### config.mk
export PLATFORM = sky130hd
export DESIGN_NAME = core
export DESIGN_NICKNAME = d
export VERILOG_FILES = /design/src/logic/corePkg.sv /design/src/logic/memReqIf.sv /design/src/logic/core.sv /design/src/logic/dataPort.sv /design/src/logic/fetchUnit.sv /design/src/logic/memArbiter.sv
export SDC_FILE = /design/constraint.sdc
export NUM_CORES = 1
export LEC_CHECK = 0
export CAP_MARGIN = 20
export CORE_MARGIN = 5
export CORE_UTILIZATION = 45
export DETAILED_ROUTE_END_ITERATION = 16
export DONT_BUFFER_PORTS = 1
export SYNTH_ARGS = -nofsm -noshare
export SYNTH_HDL_FRONTEND = slang
export SYNTH_HIERARCHICAL = 1
export SYNTH_SLANG_ARGS = --single-unit
### constraint.sdc
create_clock -name i_clk -period 2.35 [get_ports i_clk]
set_input_delay 0.1175 -clock i_clk [delete_from_list [all_inputs] [get_ports i_clk]]
set_output_delay 0.1175 -clock i_clk [all_outputs]
set_load 0.05 [all_outputs]
### src/logic/corePkg.sv
package corePkg;

    // ----------------------------------------------------------
    // Default widths.
    // ----------------------------------------------------------

    // Word address width of the unified memory.
    localparam int DEF_ADDR_W = 15;

    // Width of one memory word and of one instruction.
    localparam int DEF_DATA_W = 16;

    // ----------------------------------------------------------
    // Memory operations.
    // ----------------------------------------------------------

    // Operation carried by a request channel.
    // A swap reads the old word and then writes the new one.
    typedef enum logic [1:0] {
        MEM_READ  = 2'd0,
        MEM_WRITE = 2'd1,
        MEM_SWAP  = 2'd2
    } memOp_t;

    // ----------------------------------------------------------
    // Arbiter sequencing.
    // ----------------------------------------------------------

    // Idle takes a new request.
    // Swap write is the second bus cycle of a swap.
    typedef enum logic {
        ARB_IDLE    = 1'b0,
        ARB_SWAP_WR = 1'b1
    } arbState_t;

endpackage

### src/logic/memReqIf.sv
interface memReqIf import corePkg::*; #(
    parameter int ADDR_W = DEF_ADDR_W,
    parameter int DATA_W = DEF_DATA_W
) ();

    // Request side, driven by the requester.
    // Fields are held stable while valid waits for ready.
    logic              valid;
    logic [ADDR_W-1:0] addr;
    memOp_t            op;
    logic [DATA_W-1:0] wrData;

    // Handshake and read return, driven by the arbiter.
    // rdValid follows an accepted read or swap by one cycle.
    logic              ready;
    logic              rdValid;
    logic [DATA_W-1:0] rdData;

    // Fetch unit and data port side.
    modport requester (
        output valid, addr, op, wrData,
        input  ready, rdValid, rdData
    );

    // Memory arbiter side.
    modport arbiter (
        input  valid, addr, op, wrData,
        output ready, rdValid, rdData
    );

endinterface

### src/logic/core.sv
module core import corePkg::*; #(
    parameter int ADDR_W = DEF_ADDR_W,
    parameter int DATA_W = DEF_DATA_W
) (
    // Common signals.
    input  logic              i_clk,
    input  logic              i_arstN,

    // Boot and pause control.
    input  logic              i_isBooted,
    input  logic              i_startPause,
    output logic              o_nowPaused,

    // Address of the next fetch.
    output logic [ADDR_W-1:0] o_pcValue,

    // Unified memory bus.
    output logic [ADDR_W-1:0] o_memAddr,
    output logic              o_memRd,
    output logic              o_memWr,
    output logic [DATA_W-1:0] o_memWrData,
    input  logic [DATA_W-1:0] i_memRdData,

    // Data access port.
    input  logic              i_dValid,
    output logic              o_dReady,
    input  logic [ADDR_W-1:0] i_dAddr,
    input  memOp_t            i_dOp,
    input  logic [DATA_W-1:0] i_dWrData,
    output logic              o_dRdValid,
    output logic [DATA_W-1:0] o_dRdData,

    // Fetched instruction stream.
    output logic              o_instrValid,
    input  logic              i_instrReady,
    output logic [DATA_W-1:0] o_instr,
    output logic [ADDR_W-1:0] o_instrPc
);

    // ----------------------------------------------------------
    // Request channels into the arbiter.
    // ----------------------------------------------------------

    memReqIf #(.ADDR_W(ADDR_W), .DATA_W(DATA_W)) instrChan ();
    memReqIf #(.ADDR_W(ADDR_W), .DATA_W(DATA_W)) dataChan ();

    // Instruction fetch.
    fetchUnit #(.ADDR_W(ADDR_W), .DATA_W(DATA_W)) uFetch (
        .i_clk        (i_clk),
        .i_arstN      (i_arstN),
        .i_isBooted   (i_isBooted),
        .i_startPause (i_startPause),
        .chan         (instrChan.requester),
        .o_nowPaused  (o_nowPaused),
        .o_pcValue    (o_pcValue),
        .o_instrValid (o_instrValid),
        .i_instrReady (i_instrReady),
        .o_instr      (o_instr),
        .o_instrPc    (o_instrPc)
    );

    // Data access buffering.
    dataPort #(.ADDR_W(ADDR_W), .DATA_W(DATA_W)) uData (
        .i_clk      (i_clk),
        .i_arstN    (i_arstN),
        .i_dValid   (i_dValid),
        .o_dReady   (o_dReady),
        .i_dAddr    (i_dAddr),
        .i_dOp      (i_dOp),
        .i_dWrData  (i_dWrData),
        .o_dRdValid (o_dRdValid),
        .o_dRdData  (o_dRdData),
        .chan       (dataChan.requester)
    );

    // Bus scheduling, data before fetch.
    memArbiter #(.ADDR_W(ADDR_W), .DATA_W(DATA_W)) uArb (
        .i_clk       (i_clk),
        .i_arstN     (i_arstN),
        .instrChan   (instrChan.arbiter),
        .dataChan    (dataChan.arbiter),
        .o_memAddr   (o_memAddr),
        .o_memRd     (o_memRd),
        .o_memWr     (o_memWr),
        .o_memWrData (o_memWrData),
        .i_memRdData (i_memRdData)
    );

endmodule

### src/logic/dataPort.sv
module dataPort import corePkg::*; #(
    parameter int ADDR_W = DEF_ADDR_W,
    parameter int DATA_W = DEF_DATA_W
) (
    input  logic              i_clk,
    input  logic              i_arstN,

    // External data request.
    input  logic              i_dValid,
    output logic              o_dReady,
    input  logic [ADDR_W-1:0] i_dAddr,
    input  memOp_t            i_dOp,
    input  logic [DATA_W-1:0] i_dWrData,

    // External read response.
    output logic              o_dRdValid,
    output logic [DATA_W-1:0] o_dRdData,

    // Data channel to the arbiter.
    memReqIf.requester        chan
);

    // ----------------------------------------------------------
    // One-entry request buffer.
    // ----------------------------------------------------------

    logic              bufValid;
    logic [ADDR_W-1:0] bufAddr;
    memOp_t            bufOp;
    logic [DATA_W-1:0] bufWrData;
    logic              handOff;
    logic              expInc;
    logic [1:0]        expCnt;

    assign handOff  = chan.valid && chan.ready;
    // Free now, or freed by the arbiter this cycle.
    assign o_dReady = !bufValid || handOff;

    always_ff @(posedge i_clk or negedge i_arstN) begin
        if (!i_arstN) begin
            bufValid <= 1'b0;
        end else if (i_dValid && o_dReady) begin
            bufValid <= 1'b1;
        end else if (handOff) begin
            bufValid <= 1'b0;
        end
    end

    always_ff @(posedge i_clk) begin
        if (i_dValid && o_dReady) begin
            bufAddr   <= i_dAddr;
            bufOp     <= i_dOp;
            bufWrData <= i_dWrData;
        end
    end

    assign chan.valid  = bufValid;
    assign chan.addr   = bufAddr;
    assign chan.op     = bufOp;
    assign chan.wrData = bufWrData;

    // ----------------------------------------------------------
    // Response tracking.
    // ----------------------------------------------------------

    // Reads and swaps each owe one response, writes none.
    assign expInc = handOff && (chan.op != MEM_WRITE);

    always_ff @(posedge i_clk or negedge i_arstN) begin
        if (!i_arstN) begin
            expCnt <= 2'd0;
        end else begin
            case ({expInc, chan.rdValid})
                2'b10:   expCnt <= expCnt + 2'd1;
                2'b01:   expCnt <= expCnt - 2'd1;
                default: expCnt <= expCnt;
            endcase
        end
    end

    assign o_dRdValid = chan.rdValid;
    assign o_dRdData  = chan.rdData;

    dataNoStrayA: assert property (@(posedge i_clk) disable iff (!i_arstN)
        chan.rdValid |-> expCnt != 2'd0);

    // Waiting request keeps its fields until the arbiter takes it.
    dataHoldA: assert property (@(posedge i_clk) disable iff (!i_arstN)
        chan.valid && !chan.ready |=> chan.valid && $stable(chan.addr)
            && $stable(chan.op) && $stable(chan.wrData));

endmodule

### src/logic/fetchUnit.sv
module fetchUnit import corePkg::*; #(
    parameter int ADDR_W = DEF_ADDR_W,
    parameter int DATA_W = DEF_DATA_W
) (
    // Clock, reset and core control.
    input  logic              i_clk,
    input  logic              i_arstN,
    input  logic              i_isBooted,
    input  logic              i_startPause,

    // Instruction read channel.
    memReqIf.requester        chan,

    // Pause status and next fetch address.
    output logic              o_nowPaused,
    output logic [ADDR_W-1:0] o_pcValue,

    // Fetched instruction output.
    output logic              o_instrValid,
    input  logic              i_instrReady,
    output logic [DATA_W-1:0] o_instr,
    output logic [ADDR_W-1:0] o_instrPc
);

    // ----------------------------------------------------------
    // Fetch state.
    // ----------------------------------------------------------

    logic [ADDR_W-1:0] pc;
    logic [ADDR_W-1:0] pendPc;
    logic              rdPending;
    logic              outFree;
    logic              fetchAccept;

    // Output register is empty, or it drains this cycle.
    assign outFree = !o_instrValid || i_instrReady;

    // Only one read in flight, and its return always has room.
    assign chan.valid  = i_isBooted && !i_startPause && !rdPending && outFree;
    assign chan.addr   = pc;
    assign chan.op     = MEM_READ;
    assign chan.wrData = '0;

    assign fetchAccept = chan.valid && chan.ready;

    // ----------------------------------------------------------
    // PC and outstanding read.
    // ----------------------------------------------------------

    always_ff @(posedge i_clk or negedge i_arstN) begin
        if (!i_arstN) begin
            pc        <= '0;
            rdPending <= 1'b0;
        end else begin
            // Boot holds the PC at zero.
            if (!i_isBooted) begin
                pc <= '0;
            end else if (fetchAccept) begin
                pc <= pc + 1'b1;
            end
            // Return comes exactly one cycle after acceptance.
            rdPending <= fetchAccept;
        end
    end

    // PC of the read in flight.
    always_ff @(posedge i_clk) begin
        if (fetchAccept) begin
            pendPc <= pc;
        end
    end

    // ----------------------------------------------------------
    // Instruction output register.
    // ----------------------------------------------------------

    always_ff @(posedge i_clk or negedge i_arstN) begin
        if (!i_arstN) begin
            o_instrValid <= 1'b0;
        end else if (chan.rdValid) begin
            o_instrValid <= 1'b1;
        end else if (i_instrReady) begin
            o_instrValid <= 1'b0;
        end
    end

    always_ff @(posedge i_clk) begin
        if (chan.rdValid) begin
            o_instr   <= chan.rdData;
            o_instrPc <= pendPc;
        end
    end

    assign o_nowPaused = i_startPause && !rdPending;
    assign o_pcValue   = pc;

    // The arbiter returns an accepted fetch in the next cycle.
    fetchReturnA: assert property (@(posedge i_clk) disable iff (!i_arstN)
        fetchAccept |=> chan.rdValid);

    // Stalled output holds its contents.
    instrHoldA: assert property (@(posedge i_clk) disable iff (!i_arstN)
        o_instrValid && !i_instrReady |=>
            o_instrValid && $stable(o_instr) && $stable(o_instrPc));

    // No stray read return.
    fetchNoStrayA: assert property (@(posedge i_clk) disable iff (!i_arstN)
        chan.rdValid |-> rdPending);

endmodule

### src/logic/memArbiter.sv
module memArbiter import corePkg::*; #(
    parameter int ADDR_W = DEF_ADDR_W,
    parameter int DATA_W = DEF_DATA_W
) (
    input  logic              i_clk,
    input  logic              i_arstN,

    // Requesters, data first.
    memReqIf.arbiter          instrChan,
    memReqIf.arbiter          dataChan,

    // Unified memory bus.
    output logic [ADDR_W-1:0] o_memAddr,
    output logic              o_memRd,
    output logic              o_memWr,
    output logic [DATA_W-1:0] o_memWrData,
    input  logic [DATA_W-1:0] i_memRdData
);

    // ----------------------------------------------------------
    // Grant logic.
    // ----------------------------------------------------------

    arbState_t         state;
    logic              isIdle;
    logic              dataGrant;
    logic              instrGrant;
    logic              dataSwap;
    logic [ADDR_W-1:0] swapAddr;
    logic [DATA_W-1:0] swapData;
    logic              rdToData;
    logic              rdToInstr;

    assign isIdle = (state == ARB_IDLE);

    // Data always wins; fetch only sees ready when data is quiet.
    assign dataChan.ready  = isIdle;
    assign instrChan.ready = isIdle && !dataChan.valid;

    assign dataGrant  = dataChan.valid && dataChan.ready;
    assign instrGrant = instrChan.valid && instrChan.ready;
    assign dataSwap   = dataGrant && (dataChan.op == MEM_SWAP);

    // ----------------------------------------------------------
    // Bus drive.
    // ----------------------------------------------------------

    always_comb begin
        o_memAddr   = '0;
        o_memRd     = 1'b0;
        o_memWr     = 1'b0;
        o_memWrData = '0;
        if (state == ARB_SWAP_WR) begin
            // Second half of a swap.
            o_memAddr   = swapAddr;
            o_memWr     = 1'b1;
            o_memWrData = swapData;
        end else if (dataGrant) begin
            o_memAddr   = dataChan.addr;
            o_memRd     = (dataChan.op != MEM_WRITE);
            o_memWr     = (dataChan.op == MEM_WRITE);
            o_memWrData = dataChan.wrData;
        end else if (instrGrant) begin
            o_memAddr = instrChan.addr;
            o_memRd   = 1'b1;
        end
    end

    // ----------------------------------------------------------
    // Swap sequencing and read return routing.
    // ----------------------------------------------------------

    always_ff @(posedge i_clk or negedge i_arstN) begin
        if (!i_arstN) begin
            state     <= ARB_IDLE;
            rdToData  <= 1'b0;
            rdToInstr <= 1'b0;
        end else begin
            state     <= dataSwap ? ARB_SWAP_WR : ARB_IDLE;
            // Owner of the data word that the memory returns next cycle.
            rdToData  <= dataGrant && (dataChan.op != MEM_WRITE);
            rdToInstr <= instrGrant;
        end
    end

    // New word and address for the write half.
    always_ff @(posedge i_clk) begin
        if (dataSwap) begin
            swapAddr <= dataChan.addr;
            swapData <= dataChan.wrData;
        end
    end

    assign dataChan.rdValid  = rdToData;
    assign dataChan.rdData   = rdToData ? i_memRdData : '0;
    assign instrChan.rdValid = rdToInstr;
    assign instrChan.rdData  = rdToInstr ? i_memRdData : '0;

    busExclusiveA: assert property (@(posedge i_clk) disable iff (!i_arstN)
        !(o_memRd && o_memWr));

    // One user of the bus per cycle, swap write included.
    oneGrantA: assert property (@(posedge i_clk) disable iff (!i_arstN)
        $onehot0({instrGrant, dataGrant, state == ARB_SWAP_WR}));

endmodule

==> reports/metrics.cfg, run 1 <==
[timing]
fin_crit_sh_pct = 88.9
whs_ps = 78.5
max_freq_ghz = 0.479
hold_violations = 0
slew_headroom_pct = 43.7
setup_tns_ps = 0
worstMarginPinSlew_ps = 844
finalWorstSetupSlack_ps = 260
finalCriticalPeriod_ps = 2090
grt_setup_unrepaired = false
drv_slew = 0
clock-skew-final_ps = 11.6
finalSetupViolCount = 0

[detailed_routing]
drt_iter0_markers = 177
first_pass_iters = 4
drc = 0
ant_nets = 0
routed_wl_um = 11300
wire_per_inst_um = 17.9
vias = 3135
drt-vias-per-instance = 4.95

[layout]
fin_area_mm2 = 0.00728
area_growth_pct = 29.5
drive_gt1_share_pct = 26.5
filler_cell_count = 945
num_antenna_cells = 0
fin_nets = 508

[clocking]
clkSlewWorstSetupHoldPaths_ps = 60
worstSkewPairLatency_ps = 410
cts_root_buf = clkbuf_16
ctsHtreeMaxLevel = 4
cts_setup_buffers = 0
cts_tree = done
cts_buffers = 17
cts_sinks = 131
clk_path_buf_depth = 2

[grt]
grt_max_degree = 49
overflow = 0
grt.total_usage_pct = 16.0
grt_antenna_before_repair = 0
grt_pass1_vias = 3212
grt_pass1_wl_um = 17700

[synth]
syn_area_mm2 = 0.00562
avgSynthCellArea_um2 = 15.1
synth_cells = 372
ys_warn_count = 6
syn_nets = 428

[power]
combinationalPowerShare_pct = 12.7
power_frac_clock_pct = 41.6
p_sw_uw = 1440
p_leak_uw = 0.00282
peakVddDrop_mv = 0.600
finalPower_uw = 5920
p_int_uw = 4480
power_frac_seq_pct = 45.7
netSwitchingFraction_pct = 24.3
power.density_mw_per_mm2 = 813

[setup_path]
worstPathRequired_ps = 2230
worstPathMaxFanout = 17
crit_type = reg2out
cp-end-kind = primary output
cp-start-kind = flop
cp.arrival_ps = 1970

[floorplan]
dieWidth_um = 122
core_mm2 = 0.0121
rows = 40
dieArea_mm2 = 0.0148
start_util_pct = 46.4
die_y_um = 122
ios = 154

[min_path]
hp-class = in2async

[place]
gp_congestion = 0.853
placed_area_mm2 = 0.00616
hpwlAfterDp_um = 7400
preCtsSetupSlack_ps = 402
portBuffers = 0

[run_status]
status = finished clean

[run]
maxCapViolations = 0

-- power by group through the flow --
stage / logic, µW / registers (µW) / clock network, µW
after floorplan: 487 / 2740 / 0
after global placement: 669 / 2750 / 0
after detailed placement: 673 / 2750 / 0
after CTS: 754 / 2710 / 2540
after global routing: 791 / 2710 / 2650
final: 753 / 2700 / 2460
-- timing repair --
item                      4_1_cts  5_1_grt
hold buffers                   53        0
hold endpoints to repair       74        0
gates resized for setup         0        0
-- flip-flops by register name, summed over array words and instances (netlist names) --
register / flops
uArb/dataChan.rdValid: 1
uFetch/chan.addr: 15
uData/chan.valid: 1
uFetch/o_instrPc: 15
uFetch/pendPc: 15
uFetch/o_instr: 16
uArb/swapAddr: 15
uFetch/o_instrValid: 1
uArb/instrChan.rdValid: 1
uArb/state: 1
uData/chan.wrData: 16
uFetch/rdPending: 1
uArb/swapData: 16
uData/chan.op: 2
uData/chan.addr: 15
-- path summary, 6_finish.rpt --
check	from	endpoint	slack [ps]	cells past startpoint
hold reg to reg	uFetch/pendPc[2]$_DFFE_PP_	uFetch/o_instrPc[2]$_DFFE_PP_	420	0
setup reg to reg	uData/chan.valid$_DFFE_PN0P_	uFetch/chan.addr[11]$_DFFE_PN0P_	400	6
setup / recovery	uFetch/o_instrValid$_DFFE_PN0P_	o_memAddr[7]	260	6
max in group asynchronous	i_arstN	uArb/instrChan.rdValid$_DFF_PN0_	1820	2
hold / removal	i_arstN	uFetch/chan.addr[13]$_DFFE_PN0P_	80	1
min in group i_clk	i_isBooted	uFetch/chan.addr[2]$_DFFE_PN0P_	80	2
-- through the flow --
stage | util [%] | instances
CTS | 59.9 | 632
global route | 60.1 | 633
global placement | 50.8 | 547
finish | 60.1 | 633
detailed placement | 50.8 | 547
floorplan | - | 372
-- layout by cell type, fill, tap and decap left out, drive strengths merged, types with 2 or more instances in the layout --
master and n:
and4bb 2, nand2b 4, o31ai 3, inv 5, a22o 7, nand3b 15, mux2i 2, nand4 4
edfxtp 110, clkbuf 23, o21a 2, a21oi 21, nand2 22, and2 36, and3 2, nor2 9
o21ai 12, dlygate4sd3 53, or4 3, nor2b 3, or3 3, xor2 4, clkinv 7, xnor2 2
dfrtp 21, a2bb2oi 15, nand3 4, nor3 2, buf 58
-- layout make-up --
type,instances,area [µm²],area share (%)
Multi-Input combinational cell,186,1400,19.3
Clock buffer,23,489,6.72
Inverter,5,21.3,0.292
Timing Repair Buffer,111,1250,17.1
Clock inverter,9,78.8,1.08
Tap cell,168,210,2.89
Sequential cell,131,3830,52.6
-- metal layers --
| layer | vias to the layer above | global-route usage [%] | share of wire, % |
|---|---|---|---|
| met4 | 0 | 6.09 | 1.4 |
| met5 | - | 0 | 0 |
| li1 | 1509 | - | - |
| met3 | 12 | 6.69 | 7.2 |
| met1 | 1506 | 20.2 | 42 |
| met2 | 108 | 24.7 | 50 |
-- worst max-delay path, cell delays in order, from the launching register on --
cell,delay (ps)
dfrtp_1,370
nor2b_1,160
nor3_2,150
buf_4,290
nand3b_1,180
a2bb2oi_2,240
buf_12,160
No activity file was read; power rests on OpenSTA's default activity.
==> run 2: changes to the inputs <==
--- a/config.mk
+++ b/config.mk
@@ -6,4 +6,5 @@
 export NUM_CORES = 1
 export LEC_CHECK = 0
+export ABC_CLOCK_PERIOD_IN_PS = 1800
 export CAP_MARGIN = 20
 export CORE_MARGIN = 5
==> constraint.sdc (replaced) <==
create_clock -name i_clk -period 1.8 [get_ports i_clk]
set_input_delay 0.27 -clock i_clk [delete_from_list [all_inputs] [get_ports i_clk]]
set_output_delay 0.27 -clock i_clk [all_outputs]
set_load 0.05 [all_outputs]
==> run 2 against run 1 <==
  * The flow now finishes with violations (negative setup slack)
  * Combinational power increased by 85%
  * Critical path depth is 1 higher
  * Power is 41% higher
  * Critical endpoint is now o_memAddr[4]
  * Clock-buffer cell count decreased by 4
  * Via count rose by 10%
  * Highest routed layer unchanged
==> reports/metrics.cfg, run 2 (synthesis results as in run 1) <==
[detailed_routing]
drc = 0
drt-vias-per-instance = 5.14
wire_per_inst_um = 19.9
first_pass_iters = 4
ant_nets = 0
routed_wl_um = 13400
vias = 3454
drt_iter0_markers = 170

[power]
combinationalPowerShare_pct = 16.6
p_sw_uw = 2080
p_int_uw = 6260
peakVddDrop_mv = 0.676
power_frac_seq_pct = 42.3
netSwitchingFraction_pct = 25.0
p_leak_uw = 0.00335
power_frac_clock_pct = 41.1
power.density_mw_per_mm2 = 967

[timing]
slew_headroom_pct = 67.2
finalCriticalPeriod_ps = 2090
finalSetupViolCount = 70
drv_slew = 0
worstMarginPinSlew_ps = 493
hold_violations = 0
clock-skew-final_ps = 8.81
grt_setup_unrepaired = true
fin_crit_sh_pct = 116
max_freq_ghz = 0.479
finalWorstSetupSlack_ps = -287

[layout]
area_growth_pct = 53.6
final_common_cell = edfxtp_1
fin_nets = 547
finalNonFillerCells = 672
drive_gt1_share_pct = 44.8
num_antenna_cells = 0
mostFrequentLayoutCells = edfxtp_1 (110), buf_12 (49), dlygate4sd3_1 (36)
final_util_pct = 71.3

[place]
dp_cells = 578
portBuffers = 0
gp_congestion = 0.768
hpwlAfterDp_um = 8020

[setup_path]
cp.arrival_ps = 1820
worstPathRequired_ps = 1530
crit_type = reg2out
reg2reg_to = uArb/swapAddr[10]$_DFFE_PP_
regToRegSetupSlack_ps = -100
rr_worst_depth = 6
cp-end-kind = primary output
r2r-start = uArb/state$_DFF_PN0_
worstPathMaxFanout = 4
cp-start-kind = flop

[clocking]
clkSlewWorstSetupHoldPaths_ps = 60
cts_sinks = 131
cts_tree = done
ctsHtreeMaxLevel = 4
worstSkewPairLatency_ps = 420
clk_path_buf_depth = 2
cts_root_buf = clkbuf_16
cts_buffers = 17

[grt]
grt.total_usage_pct = 17.6
grt_pass1_vias = 3623
grt_pass1_wl_um = 19700
grt_antenna_before_repair = 0
grt_max_degree = 38
overflow = 0

[min_path]
hold_end = uFetch/o_instr[14]$_DFFE_PP_
hp-class = in2reg
min_path_cells = 1
min_from = i_memRdData[14]

[run_status]
violations = negative setup slack
status = finished, violations left

[floorplan]
core_mm2 = 0.0121
start_util_pct = 46.4
die_y_um = 122
dieArea_mm2 = 0.0148
rows = 40
dieWidth_um = 122
ios = 154

[run]
maxCapViolations = 0

[run 2: worst max-delay path by stage]
stage                                 end  depth (start not counted)  slack (ps)                       startpoint
6_report                     o_memAddr[4]                          7        -290  uFetch/o_instrValid$_DFFE_PN0P_
2_1_floorplan  uArb/swapAddr[0]$_DFFE_PP_                          4        -250     uData/chan.valid$_DFFE_PN0P_
3_5_place_dp                 o_memAddr[4]                          6          70                       i_isBooted
5_1_grt                      o_memAddr[7]                          7        -370  uFetch/o_instrValid$_DFFE_PN0P_
4_1_cts                      o_memAddr[0]                          7        -310  uFetch/o_instrValid$_DFFE_PN0P_
3_3_place_gp                 o_memAddr[7]                          6          80                       i_isBooted
[run 2: metal layers]
metal | vias to the layer above | part of all wire (%) | track usage [%]
li1 | 1585 | - | -
met1 | 1710 | 37 | 19.7
met2 | 142 | 53 | 30.2
met3 | 17 | 8.6 | 7.20
met4 | 0 | 1.6 | 6.58
met5 | - | 0 | 0
[run 2: worst max-delay path, cell delays in order, from the launching register on]
cell and delay [ps]:
dfrtp_2 390, nor2b_4 130, nor3_4 110, buf_6 160
clkbuf_16 140, nand3b_1 130, a2bb2oi_4 180, buf_12 150
[run 2: what timing repair did]
item / in CTS / in global routing
endpoints found under the hold margin: 57 / 0
buffers inserted: 10 / 7
pin swaps: 10 / 29
hold buffers: 36 / 0
cloned: 5 / 5
setup endpoints to repair: 33 / 85
gates resized for setup: 39 / 72
[run 2: metrics by stage]
stage | setup WS (ps) | power [µW] | TNS, ps | hold WS (ps) | area [µm²]
2_1_floorplan | -252 | 4270 | -8560 | -25.6 | 5810
3_5_place_dp | 71.0 | 4680 | 0 | -24.4 | 6830
4_1_cts | -307 | 8300 | -5040 | 43.3 | 8160
6_report | -287 | 8350 | -6970 | 63.0 | 8640
3_3_place_gp | 79.7 | 4660 | 0 | -24.4 | 6830
5_1_grt | -372 | 8640 | -12620 | 43.6 | 8640
[run 2: layout make-up]
type                       count  area, µm²
sequential                   131       3830
fill                         796       3470
timing repair buffer         150       2130
multi-input combinational    186       1850
clock buffer                  19        433
tap                          168        210
clock inverter                13        160
inverter                       5       21.3
[run 2: power by group through the flow]
stage | Sequential, µW | Combinational [µW] | Clock [µW]
after floorplan | 3580 | 691 | 0
after global placement | 3570 | 1090 | 0
after detailed placement | 3580 | 1100 | 0
after CTS | 3520 | 1290 | 3500
after global routing | 3540 | 1440 | 3660
final | 3530 | 1390 | 3430
